## src/verilog/bubsys_video_pkg.sv

```systemverilog
package bubsys_video_pkg;

    //////////////////////////////////////////////////
    // Raster geometry, in pixels and lines

    localparam int H_TOTAL     = 384;   // Pixels per line
    localparam int H_ACTIVE    = 256;   // Visible pixels
    localparam int V_TOTAL     = 264;   // Lines per frame
    localparam int V_ACTIVE    = 224;   // Visible lines

    localparam int HSYNC_START = 304;
    localparam int HSYNC_LEN   = 32;
    localparam int VSYNC_START = 240;
    localparam int VSYNC_LEN   = 8;

    // 2k words per bank
    localparam int VRAM_AW     = 11;

    //////////////////////////////////////////////////
    // Bundles

    // All active low, one MCLK wide
    typedef struct packed {
        logic cen9mp_n;
        logic cen9mn_n;
        logic cen6mp_n;                 // Pixel clock enable
        logic cen6mn_n;
    } cen_t;

    typedef struct packed {
        logic [8:0] hcount;
        logic [8:0] vcount;
    } pixel_pos_t;

    typedef struct packed {
        logic hblank_n;
        logic vblank_n;
        logic hsync_n;
        logic vsync_n;
    } video_timing_t;

    // 68000 side, level held by the CPU
    typedef struct packed {
        logic [14:0] addr;              // Word address
        logic [15:0] din;
        logic        rw;                // High for read
        logic        uds_n;
        logic        lds_n;
    } cpu_bus_t;

    // Bank 1 code word
    typedef struct packed {
        logic [3:0]  prio;              // Palette select
        logic        vflip;
        logic [10:0] code;
    } vram_word_t;

    // Bank 2 attribute byte
    typedef struct packed {
        logic       hflip;
        logic [6:0] colour;
    } vram_attr_t;

    typedef struct packed {
        logic [13:0] tile_addr;         // Code, then line in tile
        logic [3:0]  palette;
        logic [6:0]  colour;
        logic        hflip;
    } tile_fetch_t;

endpackage

```

## src/verilog/cpu_read_mux.sv

```systemverilog
module cpu_read_mux
(
    input  logic                            i_EMU_MCLK,
    input  logic                            i_rst,
    input  logic                            i_rdlatch_en,
    input  bubsys_video_pkg::vram_word_t    i_vram1,
    input  bubsys_video_pkg::vram_attr_t    i_vram2,
    input  logic                            i_VCS1_n,
    input  logic                            i_VCS2_n,

    output logic [15:0]                     o_CPU_DOUT
);

    import bubsys_video_pkg::*;

    vram_word_t rd_word;        // Bank 1 as seen in the CPU slot
    vram_attr_t rd_attr;        // Bank 2 likewise

    // Capture in the CPU read slot, fetch data never reaches the bus
    always_ff @(posedge i_EMU_MCLK)
    begin
        if (i_rst)
        begin
            rd_word <= '0;
            rd_attr <= '0;
        end
        else if (i_rdlatch_en)
        begin
            rd_word <= i_vram1;
            rd_attr <= i_vram2;
        end
    end

    //////////////////////////////////////////////////
    // Chip select mux, bus pulled up when nothing drives it

    always_comb
    begin
        case ({i_VCS1_n, i_VCS2_n})
            2'b01:   o_CPU_DOUT = rd_word;
            2'b10:   o_CPU_DOUT = {8'hFF, rd_attr};     // Upper byte floats high
            default: o_CPU_DOUT = 16'hFFFF;
        endcase
    end

endmodule

```

## config.mk

```make
export PLATFORM = sky130hd
export DESIGN_NAME = cpu_read_mux
export DESIGN_NICKNAME = d
export VERILOG_FILES = /design/src/verilog/bubsys_video_pkg.sv /design/src/verilog/cpu_read_mux.sv
export SDC_FILE = /design/constraint.sdc
export NUM_CORES = 1
export LEC_CHECK = 0
export BUFFER_PORTS_ARGS = -buffer_cell sky130_fd_sc_hd__buf_2
export CORE_ASPECT_RATIO = 1.1
export CORE_MARGIN = 5
export CORE_UTILIZATION = 25
export CTS_CLUSTER_DIAMETER = 150
export DETAILED_ROUTE_END_ITERATION = 8
export SETUP_SLACK_MARGIN = 0.15
export SLEW_MARGIN = 40
export SYNTH_ARGS = -nofsm -noshare
export SYNTH_HDL_FRONTEND = slang
export SYNTH_SLANG_ARGS = --single-unit
```

## constraint.sdc

```tcl
create_clock -name i_EMU_MCLK -period 2.1 [get_ports i_EMU_MCLK]
set_clock_uncertainty 0.1 [all_clocks]
set_input_delay 0.21 -clock i_EMU_MCLK [delete_from_list [all_inputs] [get_ports i_EMU_MCLK]]
set_output_delay 0.21 -clock i_EMU_MCLK [all_outputs]
set_load 0.005 [all_outputs]
```

==> impl_metrics.env, run 1 <==
export IMPL_run_status="finished, final reports clean"
export IMPL_start_util=0.255
export IMPL_cts_post_setup_buffers_inserted=0
export IMPL_tns_ps=0
export IMPL_grt_max_degree=25
export IMPL_grt_util_all_layers=0.0936
export IMPL_critPathArrivalTime_ps=1350
export IMPL_drt_wl_total_mm=2.54
export IMPL_ant_nets=0
export IMPL_relSlewSlack=0.523
export IMPL_path_delay_family="simple AND/OR/NAND/NOR gates"
export IMPL_synth_fa_ha_area_frac=0.0349
export IMPL_globalplace_congestion=0.746
export IMPL_power_density_nw_per_um2=783
export IMPL_max_clock_path_buffers=2
export IMPL_r2r_cells=2
export IMPL_path_class="input pin to output port"
export IMPL_antenna_found_initial=0
export IMPL_ys_seq_elements=24
export IMPL_path_cells="buf_2 > inv_1 > ha_1 > nor2_2 > nand2_1 > buf_2"
export IMPL_wl_per_cell_um=12.4
export IMPL_period_share=0.793
export IMPL_yosysSeqAreaShare=0.447
export IMPL_worst_pin_slew_ps=715
export IMPL_clk_latency_ps=260
export IMPL_cts_resized=0
export IMPL_drtIter0Drc=37
export IMPL_ir_drop_v=0.000297
export IMPL_first_pass_iters=4
export IMPL_hold_path_depth=3
export IMPL_crit_top_cell="buf_2"
export IMPL_timing_rr_start="rd_attr[7]"
export IMPL_yosysTopAreaCellShare=0.447
export IMPL_yosys_mux_area_fraction=0.224
export IMPL_grt_pass1_wl_mm=4.15
export IMPL_cts_tree="built"
export IMPL_ys_warn_count=0
export IMPL_ios=45
export IMPL_reg2reg_slack_ps=1370
export IMPL_vias_per_cell=4.33
export IMPL_design_area_um2=1360
export IMPL_rsz0062_at_grt="no"
export IMPL_layout_nets=183
export IMPL_holdBufCountCts=0
export IMPL_cts_buffers=3
export IMPL_io_buffer_count=44
export IMPL_clkSlewWorstSetupHoldPaths_ps=80
export IMPL_synth_largest_area_cell="dfxtp_1"
export IMPL_syn_avg_cell_area_um2=9.68
export IMPL_synthCells=111
export IMPL_syn_area_um2=1070
export IMPL_holdPathEnd="rd_attr[5]"
export IMPL_syn2layout_area_growth_pct=26.7
export IMPL_dp_hpwl_mm=1.94
export IMPL_die_area_um2=5710
export IMPL_cap_viol_max_count=0
export IMPL_cts_max_level=1
export IMPL_syn_num_nets=143
export IMPL_drive_above_1_share=0.327
export IMPL_worstSetupEndpointType="output port"
export IMPL_placed_area_um2=1290
export IMPL_min_path_type="input pin to register"
export IMPL_utilization=0.322
export IMPL_mostFrequentLayoutCell="buf_2"
export IMPL_placementRows=25
export IMPL_whs_ps=76.1
export IMPL_vias=884
export IMPL_synth_top_family_by_area="multiplexers"
export IMPL_die_w_um=72.5
export IMPL_crit_required_ps=1790
export IMPL_r2r_end="rd_attr[7]"
export IMPL_diodes=0
export IMPL_root_buffer="clkbuf_8"
export IMPL_hp_start="i_vram2[5]"
export IMPL_core_area_um2=4220
export IMPL_synth_compound_area_share=0.0745
export IMPL_crit_path_max_fanout=9
export IMPL_worst_path_buf_inv=3
export IMPL_grt_overflow_total=0
export IMPL_max_freq_ghz=0.601
export IMPL_clock_sinks=24
export IMPL_die_h_um=78.8
export IMPL_synth_xor_area_share=0
export IMPL_drv_slew=0
export IMPL_slowest_delay_ps=400
export IMPL_synthTopCellsByArea="dfxtp_1 45%, mux2i_1 22%, nor2_1 8.4%"
export IMPL_layout_common_cells="44 x buf_2, 24 x mux2i_1, 24 x nor2_1, 24 x dfxtp_1, 16 x nand2_1"
export IMPL_grt_pass1_vias=896
export IMPL_leakage_nw=0.677
export IMPL_fillers=466
export IMPL_min_period_ps=1660
export IMPL_ys_types=13
export IMPL_setup_viol=0
export IMPL_drc=0
export IMPL_start_kind="input pin"
export IMPL_synthSimpleGateAreaFrac=0.146
export IMPL_finalHoldViolCount=0
export IMPL_slowest_stage="ha_1"
[power by group]
group	switching, mW	internal [mW]
clock network	0.143	0.255
logic	0.0845	0.0873
registers	0.0147	0.482
total	0.242	0.824
[layer usage]
metal | vias to the layer above | track usage | part of all wire
met2 | 20 | 0.156 | 0.49
met5 | - | 0 | 0
met4 | 0 | 0.0535 | 0.031
li1 | 455 | - | -
met3 | 6 | 0.0203 | 0.033
met1 | 403 | 0.110 | 0.45
[worst reg2reg max path: stages, from the launching register on]
cell,delay [ps]
dfxtp_1,330
mux2i_1,130
nor2_1,50
[stage by stage]
| step | worst slack [ps] | power, mW | std cells |
|---|---|---|---|
| global route | 317 | 1.13 | 204 |
| detailed placement | 428 | 0.683 | 200 |
| floorplan | 776 | 0.612 | 111 |
| finish | 436 | 1.07 | 204 |
| global placement | 453 | 0.681 | 200 |
| CTS | 422 | 1.09 | 204 |
[worst max-delay path by stage]
stage	start	to	slack [ps]	cells past startpoint
3_5_place_dp	i_VCS1_n	o_CPU_DOUT[10]	430	6
2_1_floorplan	i_VCS1_n	o_CPU_DOUT[3]	780	5
6_report	i_VCS1_n	o_CPU_DOUT[10]	440	6
3_3_place_gp	i_VCS1_n	o_CPU_DOUT[10]	450	6
5_1_grt	i_VCS1_n	o_CPU_DOUT[10]	320	6
4_1_cts	i_VCS1_n	o_CPU_DOUT[10]	420	6
[cell usage after synthesis]
library cell / n
ha_1: 3
buf_8: 1
inv_1: 2
nor2_1: 24
a221o_1: 8
dfxtp_1: 24
buf_2: 1
buf_4: 1
nand2_1: 16
mux2i_1: 24
nor2_2: 1
buf_6: 3
clkbuf_1: 3
[cell type report]
| cell class | instances | area [um2] | area share |
|---|---|---|---|
| Timing Repair Buffer | 44 | 220 | 0.162 |
| Inverter | 2 | 7.51 | 0.00551 |
| Clock buffer | 3 | 41.3 | 0.0303 |
| Tap cell | 54 | 67.6 | 0.0496 |
| Clock inverter | 1 | 30.0 | 0.0221 |
| Multi-Input combinational cell | 76 | 514 | 0.378 |
| Sequential cell | 24 | 480 | 0.353 |
[cell families after synthesis]
family / after synthesis
simple gates: 41
mux: 24
flops: 24
buf+inv: 11
compound gates: 8
fa+ha+maj: 3
[sequential cells by signal (all words and copies together) (netlist names)]
| register | count |
|---|---|
| rd_word | 16 |
| rd_attr | 8 |
Note: power is estimated with default switching activity, not from simulation.
==> run 2: changes to the inputs <==
Settings changed: ABC_AREA set to 1.
Clock period 2.1 ns to 1.49 ns, I/O delays scaled along.
==> impl_metrics.env, run 2 <==
export IMPL_synth_edff_count=0
export IMPL_wl_per_cell_um=9.94
export IMPL_clkSlewWorstSetupHoldPaths_ps=90
export IMPL_grt_overflow_total=0
export IMPL_relSlewSlack=0.803
export IMPL_tns_ps=0
export IMPL_power_switching_mw=0.394
export IMPL_async_reset_ff_frac=0
export IMPL_synth_largest_area_cell="dfxtp_1"
export IMPL_r2r_end="rd_word[3]"
export IMPL_drc=0
export IMPL_layout_common_cells="80 x nand2_1, 48 x nor2_1, 44 x buf_2, 26 x inv_1, 24 x dfxtp_1"
export IMPL_ys_seq_elements=24
export IMPL_finalHoldViolCount=0
export IMPL_clock_sinks=24
export IMPL_grt_max_degree=29
export IMPL_worstSetupEndpointType="output port"
export IMPL_max_freq_ghz=0.783
export IMPL_met2_length_mm=1.31
export IMPL_crit_required_ps=1240
export IMPL_clk_latency_ps=260
export IMPL_grt_pass1_wl_mm=4.83
export IMPL_routed_wl_met3_um=129
export IMPL_die_h_um=83
export IMPL_yosysSeqAreaShare=0.397
export IMPL_ys_types=11
export IMPL_ios=45
export IMPL_critPathArrivalTime_ps=1030
export IMPL_layout_nets=277
export IMPL_min_period_ps=1280
export IMPL_globalplace_congestion=0.678
export IMPL_cts_buffers=3
export IMPL_r2r_cells=2
export IMPL_seqPwrFrac=0.448
export IMPL_largest_register="rd_word"
export IMPL_cts_tree="built"
export IMPL_syn2layout_area_growth_pct=34.3
export IMPL_top_regs="rd_word: 16 flops, rd_attr: 8 flops"
export IMPL_pwr_share_clk=0.359
export IMPL_multiInputGateArea_um2=617
export IMPL_rsz0062_at_grt="no"
export IMPL_reg2reg_slack_ps=830
export IMPL_start_kind="input pin"
export IMPL_synthTopCellsByArea="dfxtp_1 40%, nand2_1 25%, nor2_1 15%"
export IMPL_vias=1184
export IMPL_synthCells=202
export IMPL_max_clock_path_buffers=2
export IMPL_antenna_found_initial=0
export IMPL_drt_met1_wl_mm=1.49
export IMPL_routed_top_layer="met4"
export IMPL_startpoint="i_VCS1_n"
export IMPL_yosysTopAreaCellShare=0.397
export IMPL_cts_max_level=1
export IMPL_worst_pin_slew_ps=296
export IMPL_mostFrequentLayoutCell="nand2_1"
export IMPL_drive_above_1_share=0.262
export IMPL_first_pass_iters=4
export IMPL_path_class="input pin to output port"
export IMPL_crit_path_max_fanout=8
export IMPL_synthSimpleGateAreaFrac=0.433
export IMPL_syn_area_um2=1210
export IMPL_power_frac_comb=0.193
export IMPL_grt_util_all_layers=0.0897
export IMPL_grt_pass1_vias=1109
export IMPL_drv_slew=0
export IMPL_synth_xor_area_share=0
export IMPL_placed_area_um2=1490
export IMPL_seq_area_um2=480
export IMPL_largest_register_ffs=16
export IMPL_root_buffer="clkbuf_8"
export IMPL_timing_rr_start="rd_word[3]"
export IMPL_total_power_mw=1.58
export IMPL_vias_per_cell=3.95
export IMPL_synth_common_cells="80 x nand2_1, 49 x nor2_1, 28 x inv_1"
export IMPL_ir_drop_v=0.000384
export IMPL_synth_ff_type="dfxtp_1"
export IMPL_design_area_um2=1630
export IMPL_syn_num_nets=234
export IMPL_crit_end="o_CPU_DOUT[0]"
export IMPL_core_area_um2=4680
export IMPL_diodes=0
export IMPL_io_buffer_count=44
export IMPL_start_util=0.259
export IMPL_drt_wl_total_mm=2.98
export IMPL_run_status="finished, final reports clean"
export IMPL_setup_viol=0
export IMPL_ys_warn_count=0
export IMPL_cts_post_setup_buffers_inserted=0
export IMPL_internal_power_mw=1.19
export IMPL_hold_path_depth=5
export IMPL_fillers=565
export IMPL_ant_nets=0
export IMPL_yosys_mux_area_fraction=0
export IMPL_drtIter0Drc=49
export IMPL_yosysMostFrequentCell="nand2_1"
export IMPL_synth_compound_area_share=0
export IMPL_die_w_um=76.4
export IMPL_switching_share=0.249
export IMPL_cap_viol_max_count=0
export IMPL_power_density_nw_per_um2=973
export IMPL_synth_top_family_by_area="simple AND/OR/NAND/NOR gates"
export IMPL_synth_fa_ha_area_frac=0.0310
export IMPL_min_path_type="input pin to register"
export IMPL_dp_hpwl_mm=2.17
export IMPL_syn_avg_cell_area_um2=6.00
export IMPL_period_share=0.857
export IMPL_die_area_um2=6340
export IMPL_holdBufCountCts=0
export IMPL_leakage_nw=0.915
export IMPL_placementRows=26
==> run 2: layout make-up <==
cell class | instances | area share
clock inverter | 1 | 0.0185
timing repair buffer | 48 | 0.172
inverter | 28 | 0.0669
sequential | 24 | 0.295
clock buffer | 3 | 0.0254
tap | 56 | 0.0431
multi-input combinational | 140 | 0.379
==> run 2: logic make-up after synthesis <==
logic type                 after synthesis
and+or+nand+nor                        137
buffers and inverters                   38
DFF                                     24
adders and majority gates                3
==> run 2: how the worst min path moves through the flow <==
stage | startpoint | slack (ps) | endpoint
floorplan | i_vram2[0] | 240 | rd_attr[0]
global placement | i_vram1[7] | 330 | rd_word[7]
detailed placement | i_vram1[11] | 340 | rd_word[11]
CTS | i_vram1[11] | 60 | rd_word[11]
global route | i_vram1[12] | 70 | rd_word[12]
finish | i_vram1[11] | 70 | rd_word[11]
==> run 2: worst max-delay path: stages <==
cell,delay [ps]
buf_2,110
inv_2,40
ha_4,280
clkinvlp_4,210
nand3_2,120
buf_2,110
==> run 2: what timing repair did <==
| item | CTS | global route |
|---|---|---|
| pin swaps | 0 | 10 |
| hold endpoints to repair | 0 | 0 |
| endpoints found under the setup margin | 16 | 16 |
| gates resized for setup | 1 | 13 |
| cloned | 0 | 0 |
==> run 2: stage by stage <==
step | hold slack [ps] | instances | util | worst slack (ps)
after floorplan | 237 | 202 | - | 372
after global routing | 71.3 | 300 | 0.347 | 151
after CTS | 55.4 | 300 | 0.334 | 169
final | 65.6 | 300 | 0.347 | 213
after global placement | 335 | 296 | 0.319 | 68.7
after detailed placement | 341 | 296 | 0.319 | 48.7
==> run 2: power groups by stage <==
stage,logic [mW],clock network (mW),registers [mW]
5_1_grt,0.352,0.610,0.714
2_1_floorplan,0.169,0,0.718
3_5_place_dp,0.291,0,0.724
4_1_cts,0.293,0.589,0.709
6_report,0.306,0.568,0.709
3_3_place_gp,0.287,0,0.723
==> run 2: metal layers <==
metal  global-route usage  up-vias
met1                0.118      489
met5                    0        -
met2                0.143       28
met4               0.0382        0
met3               0.0152        4
li1                     -      663
